### config.mk
export PLATFORM = sky130hd
export DESIGN_NAME = lineRenderer
export DESIGN_NICKNAME = d
export VERILOG_FILES = /design/src/videoTypes.sv /design/src/lineRenderer.sv
export SDC_FILE = /design/constraint.sdc
export NUM_CORES = 1
export LEC_CHECK = 0
export BUFFER_PORTS_ARGS = -buffer_cell sky130_fd_sc_hd__buf_2
export CELL_PAD_IN_SITES_DETAIL_PLACEMENT = 0
export CELL_PAD_IN_SITES_GLOBAL_PLACEMENT = 1
export CORE_MARGIN = 5
export CORE_UTILIZATION = 44
export DETAILED_ROUTE_END_ITERATION = 10
export GPL_TIMING_DRIVEN = 0
export PLACE_DENSITY = 0.85
export SETUP_SLACK_MARGIN = 0.2
export SYNTH_ARGS = -nofsm -noshare
export SYNTH_HDL_FRONTEND = slang
export SYNTH_SLANG_ARGS = --single-unit
### constraint.sdc
create_clock -name db -period 4.2 [get_ports db]
set_input_delay 0.21 -clock db [delete_from_list [all_inputs] [get_ports db]]
set_output_delay 0.21 -clock db [all_outputs]
set_load 0.005 [all_outputs]
### src/videoTypes.sv
`default_nettype none

package videoTypes;

    // Screen geometry.
    localparam int LcdWidth = 160;
    localparam int LcdLines = 144;
    localparam int TileSize = 8;

    // LCD register addresses.
    localparam logic [15:0] LcdcAddr = 16'hFF40;
    localparam logic [15:0] ScyAddr = 16'hFF42;
    localparam logic [15:0] ScxAddr = 16'hFF43;
    localparam logic [15:0] BgpAddr = 16'hFF47;

    // Video memory regions.
    localparam logic [15:0] TileBase = 16'h8000;
    localparam int TileBytes = 4096;
    localparam logic [15:0] Map0Base = 16'h9800;
    localparam logic [15:0] Map1Base = 16'h9C00;
    localparam int MapBytes = 1024;

    // The renderer starts with this many pixel credits.
    localparam int PixCredits = 4;
    localparam int CreditBits = $clog2(PixCredits + 1);

    // Bit positions inside the control register.
    localparam int LcdcBgEnable = 0;
    localparam int LcdcMapSelect = 3;

    typedef enum logic [1:0] {
        BusIdle,
        BusRead,
        BusWrite
    } BusOp;

    typedef enum logic [2:0] {
        RsIdle,
        RsMapFetch,
        RsLoFetch,
        RsHiFetch,
        RsShift
    } RenderState;

endpackage

`default_nettype wire

### src/lineRenderer.sv
`timescale 1ns/1ps
`default_nettype none

module lineRenderer (
    input wire logic db,
    input wire logic rstN,
    input wire logic drawLine,
    input wire logic [7:0] lcdc,
    input wire logic [7:0] scy,
    input wire logic [7:0] scx,
    input wire logic [7:0] bgp,
    output logic [9:0] mapAddr,
    input wire logic [7:0] map0Data,
    input wire logic [7:0] map1Data,
    output logic [11:0] tileAddr,
    input wire logic [7:0] tileData,
    output logic pixValid,
    output logic [1:0] pixShade,
    input wire logic pixCredit,
    output logic lineDone,
    output logic renderComplete
);

    videoTypes::RenderState state;
    logic [videoTypes::CreditBits-1:0] credits;
    logic [7:0] lineCnt;
    logic [7:0] pixCnt;
    logic [7:0] rowReg;
    logic [4:0] tileX;
    logic [2:0] bitIdx;
    logic [7:0] tileIdx;
    logic [7:0] loByte;
    logic [7:0] mapEntry;
    logic [1:0] colorIdx;
    logic send;
    logic lastPix;
    logic lastBit;

    assign mapEntry = lcdc[videoTypes::LcdcMapSelect] ? map1Data : map0Data;
    assign mapAddr = {rowReg[7:3], tileX};

    // The low byte address uses the entry straight from the map port. Otherwise
    // the high byte stays addressed, so tileData holds it through the shift.
    assign tileAddr = (state == videoTypes::RsLoFetch) ?
                      {mapEntry, rowReg[2:0], 1'b0} : {tileIdx, rowReg[2:0], 1'b1};

    assign send = (state == videoTypes::RsShift) && (credits != '0);
    assign lastPix = (pixCnt == 8'(videoTypes::LcdWidth - 1));
    assign lastBit = (bitIdx == 3'(videoTypes::TileSize - 1));

    // Bit 7 is the leftmost pixel.
    assign colorIdx = {tileData[~bitIdx], loByte[~bitIdx]};
    assign pixValid = send;
    assign pixShade = lcdc[videoTypes::LcdcBgEnable] ? bgp[{colorIdx, 1'b0} +: 2] : 2'b00;

    always_ff @(posedge db or negedge rstN) begin
        if (!rstN) begin
            state <= videoTypes::RsIdle;
            credits <= videoTypes::CreditBits'(videoTypes::PixCredits);
            lineCnt <= 8'h00;
            lineDone <= 1'b0;
            renderComplete <= 1'b0;
        end else begin
            lineDone <= 1'b0;
            credits <= credits + videoTypes::CreditBits'(pixCredit)
                     - videoTypes::CreditBits'(send);
            case (state)
                videoTypes::RsIdle: begin
                    if (drawLine) begin
                        renderComplete <= 1'b0;
                        state <= videoTypes::RsMapFetch;
                    end
                end
                videoTypes::RsMapFetch: state <= videoTypes::RsLoFetch;
                videoTypes::RsLoFetch: state <= videoTypes::RsHiFetch;
                videoTypes::RsHiFetch: state <= videoTypes::RsShift;
                videoTypes::RsShift: begin
                    if (send && lastPix) begin
                        state <= videoTypes::RsIdle;
                        lineDone <= 1'b1;
                        if (lineCnt == 8'(videoTypes::LcdLines - 1)) begin
                            lineCnt <= 8'h00;
                            renderComplete <= 1'b1;
                        end else begin
                            lineCnt <= lineCnt + 8'd1;
                        end
                    end else if (send && lastBit) begin
                        state <= videoTypes::RsMapFetch;
                    end
                end
                default: state <= videoTypes::RsIdle;
            endcase
        end
    end

    // Line setup and fetch data. Row and columns wrap modulo 256.
    always_ff @(posedge db) begin
        case (state)
            videoTypes::RsIdle: begin
                if (drawLine) begin
                    rowReg <= scy + lineCnt;
                    tileX <= scx[7:3];
                    bitIdx <= scx[2:0];
                    pixCnt <= 8'h00;
                end
            end
            videoTypes::RsLoFetch: tileIdx <= mapEntry;
            videoTypes::RsHiFetch: loByte <= tileData;
            videoTypes::RsShift: begin
                if (send) begin
                    pixCnt <= pixCnt + 8'd1;
                    bitIdx <= bitIdx + 3'd1;
                    if (lastBit) begin
                        tileX <= tileX + 5'd1;
                    end
                end
            end
            default: ;
        endcase
    end

endmodule

`default_nettype wire

==> out/results.tsv <==
stage	metric	value	unit
timing	fmax	383	MHz
yosys	Ys Warns	0	
floorplan	core area	6680	um2
route	vias post-DR	2057	
yosys	sequential share of the synthesized area	53.7	%
yosys	mapped cell area	2990	um2
floorplan	Die ar.	8530	um2
route	WL met2	2750	um
placement	routability cong.	0.760	
finish	final instance area	3580	um2
cts	worst-skew pair later-pin latency	0.30	ns
finish	fin nets	396	
finish	diode count	0	
cts	TritonCTS clock tree	yes	
placement	dpl cell area	3490	um2
yosys	Net Count, Synth	308	
floorplan	chip width	92.4	um
yosys	top post-synthesis cells by count	edfxtp_1, nor2_1, mux2_2	
cts	root buffer cell	clkbuf_8	
timing	tightest hold margin	0.0938	ns
finish	Non-Filler Instances	402	
global_routing	grt total ovfl	0	
global_routing	GRT Overall Usage	13.7	%
power_and_ir_drop	Power Density	486	nW/um2
finish	area grow syn2layout	19.8	%
power_and_ir_drop	Switch Pwr	0.529	mW
power_and_ir_drop	internal power	1.21	mW
power_and_ir_drop	clock power share	16.1	%
outcome	outcome	complete, no violations	
timing	Min Clock Period, post-route	2.61	ns
power_and_ir_drop	Comb power frac	33.6	%
flow_run	max-cap violations	0	
finish	share of cells above drive strength 1	37.3	%
critical_path	Worst Path Max Fanout	6	
power_and_ir_drop	Seq pwr share	50.3	%
cts	maximum buffer depth of the clock tree	2	
route	met1 WL	2480	um
floorplan	Rows	30	
route	DRT Pass-1 Iters	4	
route	drt wl/cell	13.8	um
global_routing	largest net degree at the start of global routing	18	
floorplan	I/O pin count	87	
power_and_ir_drop	leakage	1.56	nW
timing	slew margin rel.	43.5	%
yosys	area leader, netlist	edfxtp_1	
critical_path	CP dominant cell by count	mux4_2	
yosys	Mean Syn Cell Area	12.8	um2
placement	port buffer count	79	
route	detailed-route DRC error count	0	
yosys	Mapped Cells	233	
cts	Post-CTS Resized	0	
route	DR top layer	met4	
yosys	Synth Flop Type	edfxtp_1	
route	DRT antenna net count	0	
timing	clock skew	0.00468	ns
critical_path	Worst Path Required	3.99	ns
route	DR iter-0 viols	75	
yosys	most common cell in the netlist	edfxtp_1	
route	vias per cell	5.12	
timing	final-report max-slew violation count	0	
timing	Setup-failing EPs final	0	
critical_path	Worst setup EP type	output port	
critical_path	Worst path max stage delay	0.54	ns
yosys	number of synthesized flops with an enable pin	40	
placement	HPWL Detailed	4330	um
global_routing	initial antenna violation count	0	
critical_path	Critical-path top delay cell	edfxtp_1	
timing	final worst slack	1.59	ns
yosys	area share of the largest cell type after synthesis	40.2	%
timing	period utilisation layout	62.2	%
power_and_ir_drop	switch share	30.4	%
yosys	largest cells by area after synthesis	edfxtp_1, dfrtp_1, mux2_2, ha_1, mux4_2	
cts	CTS sink count	56	
global_routing	first-pass GRT wire length	9350	um
timing	RSZ-0062 raised after global routing	no	
timing	Least-Margin Pin Slew	0.848	ns
critical_path	CP delay by family, top	multiplexers	
yosys	Synth cell types	41	
yosys	ys async rst share	28.6	%
cts	clock transition time at the flip-flop clock pins of the worst setup and hold paths	0.09	ns
critical_path	crit path DAT	2.40	ns
route	routed wire length	5560	um
critical_path	critical path class	flop to output port	
critical_path	CP Launch Type	flop	
critical_path	CP Cell Sequence	mux4_2 > mux2_2 > mux4_2 > and2_1 > buf_2	
cts	setup bufs post-CTS	0	
yosys	synthesis-stage register bit count	56	
worst_hold_path	Hold Crit Class	primary input to flop	
floorplan	initial core utilization	44.7	%
global_routing	number of global-route vias before repair	2032	
placement	Place WS	1.83	ns
power_and_ir_drop	Peak supply drop	0.000260	V
timing	TNS Setup	0	ns
timing	final hold viol count	0	
critical_path	Bufs and invs on worst path	1	
placement	Cell Count Post-Placement	393	
route	WL met3	257	um
floorplan	Die Ht	92.4	um
cts	htree depth	2	
cts	Num CTS Buffers	5	
[area by class of cell]
| cell class | count | area [um2] |
|---|---|---|
| plain buffers | 6 | 37.5 |
| clock buffers | 8 | 80.1 |
| fillers | 618 | 3110 |
| inverters | 9 | 33.8 |
| multi-input cells | 162 | 1310 |
| flip-flops and latches | 56 | 1600 |
| well taps | 80 | 100 |
| repair buffers | 81 | 410 |
[repair_timing]
| item | in CTS | in global routing |
|---|---|---|
| hold buffers | 1 | 0 |
| endpoints found under the hold margin | 15 | 0 |
| setup endpoints to repair | 0 | 0 |
[metrics by stage]
stage	power (mW)	util [%]
global route	1.87	53.5
detailed placement	1.48	52.2
CTS	1.77	53.5
finish	1.74	53.5
global placement	1.47	52.1
floorplan	1.28	-
[logic make-up (layout without fill, tap and decap cells)]
kind of cell | after synthesis | count (layout) | synth area share [%]
compound gates | 27 | 27 | 5.53
xor+xnor | 20 | 20 | 5.87
fa+ha+maj | 15 | 15 | 6.79
buf+inv | 15 | 104 | 2.39
flops | 56 | 56 | 53.7
mux | 28 | 28 | 12.7
simple gates | 72 | 72 | 13.0
[worst reg2reg max path: stages (launching register included)]
cell,delay (ns)
dfrtp_1,0.38
buf_6,0.13
or3b_1,0.38
buf_6,0.15
clkbuf_1,0.22
nand2_1,0.12
nand2_1,0.06
ha_1,0.18
fa_1,0.37
xnor2_1,0.18
xnor2_1,0.14
[sequential cells by signal, indices dropped and copies added (netlist names)]
register	flops
lineCnt	8
loByte	8
pixCnt	8
rowReg	8
tileIdx	8
tileX	5
bitIdx	3
credits	3
state	3
lineDone	1
renderComplete	1
[path summary, 6_finish.rpt]
check / to / start / cells after the start / slack (ns)
worst max-delay path: pixShade[1] / bitIdx[0]$_DFFE_PP_ / 5 / 1.59
worst min-delay path: loByte[5]$_DFFE_PN_ / tileData[5] / 1 / 0.09
worst max register to register: credits[2]$_DFF_PN1_ / state[1]$_DFFE_PN0P_ / 10 / 1.82
worst min register to register: renderComplete$_DFFE_PN0P_ / renderComplete$_DFFE_PN0P_ / 2 / 0.54
max in group asynchronous: credits[2]$_DFF_PN1_ / rstN / 2 / 3.56
min in group asynchronous: credits[0]$_DFF_PN0_ / rstN / 2 / 0.34
[power groups by stage]
stage	Sequential, mW	Clock (mW)	Combinational [mW]
after floorplan	0.868	0	0.416
after global placement	0.883	0	0.583
after detailed placement	0.889	0	0.595
after CTS	0.877	0.293	0.599
after global routing	0.898	0.309	0.659
final	0.876	0.280	0.584
[layout by cell type, fill, tap and decap left out, types with 2 or more instances in the layout]
cell type   n
nand2b_1    2
nor3_1      4
a21oi_1     3
mux2i_1     2
fa_1        2
ha_1       13
nor2_1     21
nand3_1     8
nand2_1    14
xnor2_1    13
xor2_1      7
o21ai_0    13
mux4_2      6
nand4_1     2
and3_1      5
mux2_2     20
nor2b_1     2
or3_1       2
buf_2      80
clkbuf_1    6
edfxtp_1   40
a21o_1      4
and2_1      2
a211oi_1    3
inv_1       9
buf_6       2
or2_2       2
dfrtp_1    15
clkbuf_8    5
[metal layers]
layer	vias up	GRT usage (%)
li1	1034	-
met1	970	17.6
met2	47	23.3
met3	6	3.09
met4	0	4.08
met5	-	0
Power figures use the tool's default switching activity.
