$ cat src/videoTypes.sv
`default_nettype none

package videoTypes;

    // Screen geometry.
    localparam int LcdWidth = 160;
    localparam int LcdLines = 144;
    localparam int TileSize = 8;

    // LCD register addresses.
    localparam logic [15:0] LcdcAddr = 16'hFF40;
    localparam logic [15:0] ScyAddr = 16'hFF42;
    localparam logic [15:0] ScxAddr = 16'hFF43;
    localparam logic [15:0] BgpAddr = 16'hFF47;

    // Video memory regions.
    localparam logic [15:0] TileBase = 16'h8000;
    localparam int TileBytes = 4096;
    localparam logic [15:0] Map0Base = 16'h9800;
    localparam logic [15:0] Map1Base = 16'h9C00;
    localparam int MapBytes = 1024;

    // The renderer starts with this many pixel credits.
    localparam int PixCredits = 4;
    localparam int CreditBits = $clog2(PixCredits + 1);

    // Bit positions inside the control register.
    localparam int LcdcBgEnable = 0;
    localparam int LcdcMapSelect = 3;

    typedef enum logic [1:0] {
        BusIdle,
        BusRead,
        BusWrite
    } BusOp;

    typedef enum logic [2:0] {
        RsIdle,
        RsMapFetch,
        RsLoFetch,
        RsHiFetch,
        RsShift
    } RenderState;

endpackage

`default_nettype wire

$ cat src/cpuBus.sv
`timescale 1ns/1ps
`default_nettype none

interface cpuBus;

    videoTypes::BusOp op;
    logic [15:0] addr;
    logic [7:0] wdata;

    // One read result per target: slot 0 is the register block, slots 1 to 3
    // are the tile RAM and the two maps. Unaddressed targets drive zero.
    wire [7:0] rdata [4];

    modport fabric (
        output op,
        output addr,
        output wdata,
        input rdata
    );

    modport target (
        input op,
        input addr,
        input wdata,
        output rdata
    );

endinterface

`default_nettype wire

$ cat src/busFabric.sv
`timescale 1ns/1ps
`default_nettype none

module busFabric (
    input wire logic db,
    input wire logic rstN,
    input wire logic [15:0] addr,
    input wire logic [7:0] wdata,
    input wire logic wr,
    input wire logic rd,
    output logic [7:0] rdata,
    output logic rdValid,
    cpuBus.fabric bus
);

    // The strobe becomes a bus operation one cycle later.
    always_ff @(posedge db or negedge rstN) begin
        if (!rstN) begin
            bus.op <= videoTypes::BusIdle;
            rdValid <= 1'b0;
        end else begin
            if (wr) begin
                bus.op <= videoTypes::BusWrite;
            end else if (rd) begin
                bus.op <= videoTypes::BusRead;
            end else begin
                bus.op <= videoTypes::BusIdle;
            end
            // Targets register their read data during the read cycle.
            rdValid <= (bus.op == videoTypes::BusRead);
        end
    end

    always_ff @(posedge db) begin
        if (wr || rd) begin
            bus.addr <= addr;
            bus.wdata <= wdata;
        end
    end

    // Only the addressed target returns nonzero data, so an OR is enough.
    assign rdata = bus.rdata[0] | bus.rdata[1] | bus.rdata[2] | bus.rdata[3];

endmodule

`default_nettype wire

$ cat src/flat_wrapper.sv
// flat-port wrapper written by rule: the top's interface ports become plain ports
module busFabric_flat 
  (db, rstN, addr, wdata, wr, rd, rdata, rdValid, bus_op, bus_addr, bus_wdata, bus_rdata);
  cpuBus bus_i ();
  input wire logic db;
  input wire logic rstN;
  input wire logic [15:0] addr;
  input wire logic [7:0] wdata;
  input wire logic wr;
  input wire logic rd;
  output logic [7:0] rdata;
  output logic rdValid;
  output wire logic [$bits(bus_i.op)-1:0] bus_op;
  output wire logic [$bits(bus_i.addr)-1:0] bus_addr;
  output wire logic [$bits(bus_i.wdata)-1:0] bus_wdata;
  input wire logic [$bits(bus_i.rdata)-1:0] bus_rdata;
  assign bus_op = bus_i.op;
  assign bus_addr = bus_i.addr;
  assign bus_wdata = bus_i.wdata;
  assign bus_i.rdata = {>>{bus_rdata}};
  busFabric u_core (.db(db), .rstN(rstN), .addr(addr), .wdata(wdata), .wr(wr), .rd(rd), .rdata(rdata), .rdValid(rdValid), .bus(bus_i));
endmodule
$ cat config.mk
export PLATFORM = sky130hd
export DESIGN_NAME = busFabric_flat
export DESIGN_NICKNAME = d
export VERILOG_FILES = /design/src/videoTypes.sv /design/src/cpuBus.sv /design/src/busFabric.sv /design/src/flat_wrapper.sv
export SDC_FILE = /design/constraint.sdc
export NUM_CORES = 1
export LEC_CHECK = 0
export ABC_AREA = 1
export BUFFER_PORTS_ARGS = -buffer_cell sky130_fd_sc_hd__buf_2
export CAP_MARGIN = 40
export CORE_MARGIN = 10
export CORE_UTILIZATION = 38
export CTS_BUF_LIST = sky130_fd_sc_hd__clkbuf_4
export DETAILED_ROUTE_END_ITERATION = 6
export GPL_ROUTABILITY_DRIVEN = 0
export GPL_TIMING_DRIVEN = 0
export PLACE_DENSITY = 0.89
export SLEW_MARGIN = 30
export SYNTH_ARGS = -nofsm -noshare
export SYNTH_HDL_FRONTEND = slang
export SYNTH_SLANG_ARGS = --single-unit
$ cat constraint.sdc
create_clock -name db -period 0.9 [get_ports db]
set_input_delay 0.045 -clock db [delete_from_list [all_inputs] [get_ports db]]
set_output_delay 0.045 -clock db [all_outputs]
set_load 0.01 [all_outputs]
==> reports/metrics.cfg, run 1 <==
[logic_synthesis]
ys_ff_latch=27
yosysTopAreaCellShare=0.7945
synth_cell_types=6
synth_compound_area_frac=0
ys_warn_count=0
yosys-top-cells-count=edfxtp_1, nor2_1, nand2_1
yosysMostFrequentCell=edfxtp_1
synth_xor_area_frac=0
post_synth_inst_count=56
async_flop_share=0.1111
syn_area_um2=907.1
synth_edf_count=24
synth_fa_ha_area_frac=0
yosys.area.top_type=edfxtp_1
synth_area_leaders=edfxtp_1, dfrtp_1, nor2_1
synthFlopType=edfxtp_1
syn_avg_cell_area_um2=16.20
syn-num-nets=116
synthSimpleGateAreaFrac=0.1145
muxShareOfSynthArea=0
seq_area_frac_synth=0.8772
synth_top_family_by_area=simple AND/OR/NAND/NOR gates

[worst_setup_path]
worstSetupEndpointType=primary output
critPathMaxFanout=1
timing.rr.start=u_core.bus.op[0]
worst-endpoint-required_ps=850
cp-startpoint=u_core.bus.addr[9]
path_cells=buf_2
cp_top_family=flip-flops
setup.worst_path.start_class=flop
path_buf_inv=1
cp_data_arrival_time_ps=870
slowest_stage=edfxtp_1
slowest_delay_ps=400
worstSetupPathType=reg2out

[die]
ioPinCount=95
start_util=0.4062
dieArea_mm2=0.004742
die_h_um=68.86
die_w_um=68.86
fp-row-count=17
core-area_mm2=0.002233

[placed_design]
dp.cells=178
placed_area_mm2=0.001413
dp_slack_ps=-103.3
portBuffers=94

[power]
p_leak_nw=0.8328
power_w=0.002479
switching_power_w=0.0005708
p_int_w=0.001909
seqPwrFrac=0.609
combPwrFrac=0.190
irDropWorstVdd_v=0.001205
p_sw_frac=0.2302
power_density_mw_per_mm2=1433
pwr-share-clk=0.200

[min_path]
min_path_type=in2async

[layout]
antenna_cells=0
nets=243
area_growth_pct=90.76
design_area_mm2=0.001730
drive_above_1_share=0.5495
stdcell_count=210

[sta]
worst_pin_slew_ps=541.8
rsz0062_at_grt=true
fin_ws_ps=-18.49
final.min_clock_period_ps=918.5
clock_skew_ps=0.5115
fmax_mhz=1089
finalHoldViolations=0
maxSlewHeadroom=0.6388
slew_viol_final=0
setup-violations-final=10
tns_ps=-93.68
period_share=1.021

[cts]
cts-root-buf=clkbuf_4
clock_sinks=27
clockBufferDepth=2
h-tree-depth=1
clk_pin_slew_worst_paths_ps=140
cts_buffers=3
cts_tree=built
clk_latency_ps=310

[detailed_routing]
routedWlPerCell_um=18.19
drtAntennaViolNets=0
drcViolationCount=0
drt_iter0_drc=50
vias=946
wirelength_mm=3.819
via_per_inst=4.505
dr.pass1.iters=4

[job]
max_cap_violations=0

[grt]
gr-total-overflow=0
grt_pass1_vias=1076
antenna_found_initial=0
grt_pass1_wl_mm=5.278
grtUsageTotal=0.1506
grt_max_degree=25

[run_status]
violations=negative setup slack
status=finished, violations left

registers in the layout, indices dropped and copies added, names as in the netlist:
| signal | cells |
|---|---|
| u_core.bus.addr | 16 |
| u_core.bus.op | 2 |
| u_core.bus.wdata | 8 |
| u_core.rdValid | 1 |
through the flow:
| stage | utilization | hold slack [ps] |
|---|---|---|
| 4_1_cts | 0.7692 | 36.06 |
| 2_1_floorplan | - | -250.6 |
| 5_1_grt | 0.7748 | 71.83 |
| 3_3_place_gp | 0.6325 | -161.1 |
| 6_report | 0.7748 | 73.95 |
| 3_5_place_dp | 0.6325 | -154.0 |
cell usage in the layout, fill, tap and decap left out:
master         count
nor2_1            18
nand2_1            8
buf_2             92
edfxtp_1          24
inv_1              2
dlygate4sd3_1     27
dfrtp_1            3
or2_2              1
clkinv_2           1
clkbuf_4           3
buf_4              1
buf_6              2
kinds of logic (layout without fill, tap and decap cells):
| logic type | after synthesis | after routing |
|---|---|---|
| DFF | 27 | 27 |
| and+or+nand+nor | 27 | 27 |
| buffers and inverters | 2 | 128 |
layout make-up:
type,count,area [µm²]
clock buffer,3,22.52
clock inverter,1,5.005
fill,130,503.0
inverter,2,7.507
multi-input combinational,27,103.9
sequential,27,795.8
tap,28,35.03
timing repair buffer,122,760.7
power by group through the flow:
stage / combinational [W] / sequential [W] / clock, W
floorplan: 0.0000449 / 0.00160 / 0
global placement: 0.000355 / 0.00153 / 0
detailed placement: 0.000369 / 0.00154 / 0
CTS: 0.000464 / 0.00151 / 0.000507
global route: 0.000511 / 0.00152 / 0.000554
finish: 0.000472 / 0.00151 / 0.000497
worst paths after layout:
kind / endpoint / slack, ps / depth (start not counted)
max: bus_addr[9] / -20 / 1
min reg2reg: u_core.rdValid / 450 / 1
min in group db: rdata[4] / 360 / 4
max in group asynchronous: u_core.rdValid / 720 / 2
min: u_core.bus.op[1] / 70 / 2
max reg2reg: u_core.rdValid / 180 / 3
repair_timing:
action,4_1_cts,5_1_grt
endpoints found under the setup margin,15,27
setup buffers,1,0
hold buffers,27,0
hold endpoints to repair,29,0
gates resized for setup,0,2
pin swaps,0,0
layer usage:
layer | GRT usage | wire, µm | up-vias
li1 | - | - | 443
met1 | 0.1261 | 1154 | 423
met2 | 0.2968 | 1977 | 72
met3 | 0.06441 | 595 | 8
met4 | 0.06158 | 92 | 0
met5 | 0 | 0 | -
Power figures use the tool's default switching activity.
==> inputs of run 2 (changes only) <==
TNS_END_PERCENT = 50   (was not set)
==> run 2 against run 1 <==
- the flow still finishes with violations (negative setup slack)
- highest routed layer unchanged
- core utilization fell by 0.34 points
- cell count down 0.48%
- die area is the same
- clock skew about the same
- sequential power hardly changed
- non-clock buffer count is 1 lower
- register-to-register slack improved by 120 ps
- final area is 0.43% lower
- clock power barely moved
- combinational power down 1%
- maximum frequency barely moved
- count of clock-buffer cells in the layout unchanged
==> reports/metrics.cfg, run 2 (same netlist as run 1, synthesis figures left out) <==
[run_status]
status=finished, violations left
violations=negative setup slack

[sta]
finalHoldViolations=0
slew_viol_final=0
maxSlewHeadroom=0.6414
worst_pin_slew_ps=538.0
rsz0062_at_grt=true
setup-violations-final=10
fin_ws_ps=-18.22
final.min_clock_period_ps=918.2
clock_skew_ps=0.5015
tns_ps=-92.60
fmax_mhz=1089
period_share=1.020

[layout]
top_regs=u_core.bus.addr: 16 flops, u_core.bus.wdata: 8 flops, u_core.bus.op: 2 flops
register_area_um2=795.8
area_growth_pct=89.93
multi_input_area_um2=103.9
largest_register=u_core.bus.addr
post-route-util=0.7714
design_area_mm2=0.001723
nets=242
largest_register_ff_count=16
antenna_cells=0
nFillCells=132
drive_above_1_share=0.5470
most-common-layout-cells=buf_2, dlygate4sd3_1, edfxtp_1
layout_commonest_cell=buf_2

[grt]
grt_max_degree=25
antenna_found_initial=0
grtUsageTotal=0.1486
grt_pass1_wl_mm=5.216
gr-total-overflow=0
grt_pass1_vias=1069

[power]
power_w=0.002474
p_leak_nw=0.8276
irDropWorstVdd_v=0.001205
power_density_mw_per_mm2=1436

[die]
fp-row-count=17
core-area_mm2=0.002233
start_util=0.4062
die_h_um=68.86
dieArea_mm2=0.004742
ioPinCount=95
die_w_um=68.86

[min_path]
min_path_type=in2async

[worst_setup_path]
cp_top_family=flip-flops
worst-endpoint-required_ps=850
slowest_delay_ps=400
path_cells=buf_2
path_buf_inv=1
worstSetupPathType=reg2out
slowest_stage=edfxtp_1
worstSetupEndpointType=primary output
setup.worst_path.start_class=flop
critPathMaxFanout=1
cp_data_arrival_time_ps=870

[cts]
clock_sinks=27
cts_buffers=3
cts_setup_buffers=0
cts-root-buf=clkbuf_4
cts_tree=built
clk_latency_ps=310
h-tree-depth=1
clockBufferDepth=2
clk_pin_slew_worst_paths_ps=140

[detailed_routing]
routedWlPerCell_um=18.01
via_per_inst=4.517
drt_iter0_drc=47
drtAntennaViolNets=0
dr.pass1.iters=4
vias=944
wirelength_mm=3.764
drcViolationCount=0

[placed_design]
placed_area_mm2=0.001413
portBuffers=94
dp_slack_ps=-103.3

[job]
max_cap_violations=0

-- run 2: changes by cell type in the layout (fill, tap and decap cells not counted), sizes merged --
cell	previous run	this run
buf	95	94
-- run 2: repair_timing --
item                                   CTS  global route
pin swaps                                0             0
setup endpoints to repair               15            27
endpoints found under the hold margin   29             0
gates resized for setup                  0             2
hold buffers                            27             0
-- run 2: path summary, 6_finish.rpt --
kind                                     from                to  cells after the start  slack, ps
min in group db                 bus_rdata[20]          rdata[4]                      4        360
min reg2reg                  u_core.bus.op[1]    u_core.rdValid                      1        450
max reg2reg                  u_core.bus.op[0]    u_core.rdValid                      2        300
min                                      rstN  u_core.bus.op[0]                      2         50
max                        u_core.bus.addr[9]       bus_addr[9]                      1        -20
max in group asynchronous                rstN    u_core.rdValid                      2        740
-- run 2: layer usage --
layer / vias to the layer above / share of wire / GRT usage / wire, µm
li1: 441 / - / - / -
met1: 421 / 0.30 / 0.1261 / 1136
met2: 72 / 0.51 / 0.2900 / 1932
met3: 10 / 0.16 / 0.06441 / 595
met4: 0 / 0.026 / 0.06158 / 99
met5: - / 0 / 0 / 0
-- run 2: worst reg2reg max path, stage by stage (launching register included) --
cell,delay (ps)
dfrtp_1,410
inv_1,60
nor2_1,40
-- run 2: where the power goes --
group	total (W)	internal, W	switching [W]
Clock	0.000496	0.000166	0.000330
Sequential	0.00151	0.00148	0.0000292
Combinational	0.000467	0.000258	0.000209
-- run 2: area by class of cell --
class,instances,area share
Sequential cell,27,0.4619
Timing Repair Buffer,121,0.4372
Multi-Input combinational cell,27,0.06028
Tap cell,28,0.02033
Clock buffer,3,0.01307
Inverter,2,0.004357
Clock inverter,1,0.002905
-- run 2: metrics by stage --
step | hold slack (ps) | instances
after floorplan | -250.6 | 56
after global placement | -161.1 | 178
after detailed placement | -154.0 | 178
after CTS | 36.06 | 209
after global routing | 43.36 | 209
final | 53.10 | 209
==> inputs of run 3 (changes only) <==
PLACE_DENSITY = 0.87   (was 0.89)
==> run 3 against run 2 <==
- the flow still finishes with violations (negative setup slack)
- power rose by 1.4%
- combinational power barely moved
- routed wire length is 7.9% lower
- critical path depth is the same
- sequential share of layout area shrank 0.43 points
- cell count up 0.48%
- worst setup slack improved by 2.4 ps
- register-to-register slack got worse by 140 ps
- critical endpoint is now bus_op[0]
- largest power group unchanged
==> reports/metrics.cfg, run 3 (same netlist as run 1, synthesis figures left out) <==
[die]
die_h_um=68.86
start_util=0.4062
core-area_mm2=0.002233
die_w_um=68.86
dieArea_mm2=0.004742
fp-row-count=17
ioPinCount=95

[grt]
antenna_found_initial=0
grt_pass1_vias=999
gr-total-overflow=0
grt_pass1_wl_mm=4.885
grt_max_degree=25
grtUsageTotal=0.1371

[sta]
fmax_mhz=1092
finalHoldViolations=0
rsz0062_at_grt=true
setup-violations-final=6
final.min_clock_period_ps=915.8
fin_ws_ps=-15.80
slew_viol_final=0
maxSlewHeadroom=0.6379
clock_skew_ps=0.1517
period_share=1.018
tns_ps=-37.80
worst_pin_slew_ps=543.1

[worst_setup_path]
worstSetupEndpointType=primary output
cp_data_arrival_time_ps=870
path_cells=buf_6
cp_top_family=flip-flops
ff2ff_setup_slack_ps=160
rr_worst_depth=3
r2r-end=u_core.rdValid
path_buf_inv=1
slowest_delay_ps=430
setup.worst_path.start_class=flop
worst-endpoint-required_ps=850
slowest_stage=dfrtp_1
critPathMaxFanout=2
worstSetupPathType=reg2out
timing.rr.start=u_core.bus.op[0]

[layout]
nFillCells=124
top_regs=u_core.bus.addr: 16 flops, u_core.bus.wdata: 8 flops, u_core.bus.op: 2 flops
antenna_cells=0
area_growth_pct=91.72
stdcell_count=210
largest_register_ff_count=16
drive_above_1_share=0.5495
largest_register=u_core.bus.addr
register_area_um2=795.8
layout_commonest_cell=buf_2
nets=243
multi_input_area_um2=103.9
most-common-layout-cells=buf_2, dlygate4sd3_1, edfxtp_1

[cts]
clk_pin_slew_worst_paths_ps=130
cts_tree=built
clockBufferDepth=2
clock_sinks=27
h-tree-depth=1
cts_buffers=3
cts-root-buf=clkbuf_4
clk_latency_ps=310

[power]
seqPwrFrac=0.602
p_int_w=0.001950
power_density_mw_per_mm2=1442
combPwrFrac=0.187
pwr-share-clk=0.211
p_sw_frac=0.2225
p_leak_nw=0.8356
irDropWorstVdd_v=0.001484
switching_power_w=0.0005581

[placed_design]
portBuffers=94
dp.cells=178
dp_hpwl_mm=2.614

[job]
max_cap_violations=0

[run_status]
status=finished, violations left
violations=negative setup slack

[detailed_routing]
wirelength_met1_mm=1.024
drcViolationCount=0
drtAntennaViolNets=0
wl_met3_um=868
vias=921
dr.pass1.iters=4
wirelength_mm=3.468
wl_met2_mm=1.575
via_per_inst=4.386
top_layer=met3
routedWlPerCell_um=16.51
drt_iter0_drc=13

[min_path]
min_path_type=in2async

==> run 3: cell count changes in the layout (fill, tap and decap cells not counted) <==
cell / previous run / this run
clkbuf_4: 3 / 4
buf_2: 92 / 91
clkinv_2: 1 / 0
buf_6: 2 / 3
buf_4: 0 / 1
==> run 3: per-layer routing <==
metal | global-route usage | vias up
li1 | - | 442
met1 | 0.1108 | 402
met2 | 0.2511 | 77
met3 | 0.1143 | 0
met4 | 0.02217 | 0
met5 | 0 | -
==> run 3: worst max path at each step <==
| stage | cells after the start | slack (ps) | from | end |
|---|---|---|---|---|
| floorplan | 1 | 80 | rd | u_core.bus.addr[0] |
| global route | 1 | -60 | u_core.bus.addr[0] | bus_addr[0] |
| finish | 1 | -20 | u_core.bus.op[0] | bus_op[0] |
| global placement | 2 | -90 | rd | u_core.bus.addr[6] |
| CTS | 1 | -20 | u_core.bus.addr[5] | bus_addr[5] |
| detailed placement | 2 | -100 | rd | u_core.bus.addr[6] |
==> run 3: final cells by class <==
cell class | count | share of cell area
flip-flops and latches | 27 | 0.4576
repair buffers | 122 | 0.4410
multi-input cells | 27 | 0.05971
well taps | 28 | 0.02014
clock buffers | 4 | 0.01727
inverters | 2 | 0.004317
==> run 3: through the flow <==
stage,total power (W),hold WS (ps),util,worst slack [ps],instance area [µm²]
CTS,0.002503,31.02,0.7669,-24.05,1713
detailed placement,0.001901,-154.6,0.6325,-99.29,1413
global route,0.002613,55.27,0.7787,-63.10,1739
finish,0.002508,46.30,0.7787,-15.80,1739
floorplan,0.001644,-250.6,-,83.52,907.1
global placement,0.001887,-160.3,0.6325,-86.93,1413
==> run 3: repair_timing <==
action	CTS	global route
gates resized for setup	0	4
cloned	0	0
hold buffers	27	0
setup buffers	0	1
endpoints found under the hold margin	29	0
endpoints found under the setup margin	11	26
==> run 3: power by group through the flow <==
stage	logic (W)	registers [W]	clock network [W]
floorplan	0.0000449	0.00160	0
global placement	0.000356	0.00153	0
detailed placement	0.000364	0.00154	0
CTS	0.000456	0.00151	0.000539
global route	0.000518	0.00152	0.000574
finish	0.000469	0.00151	0.000530
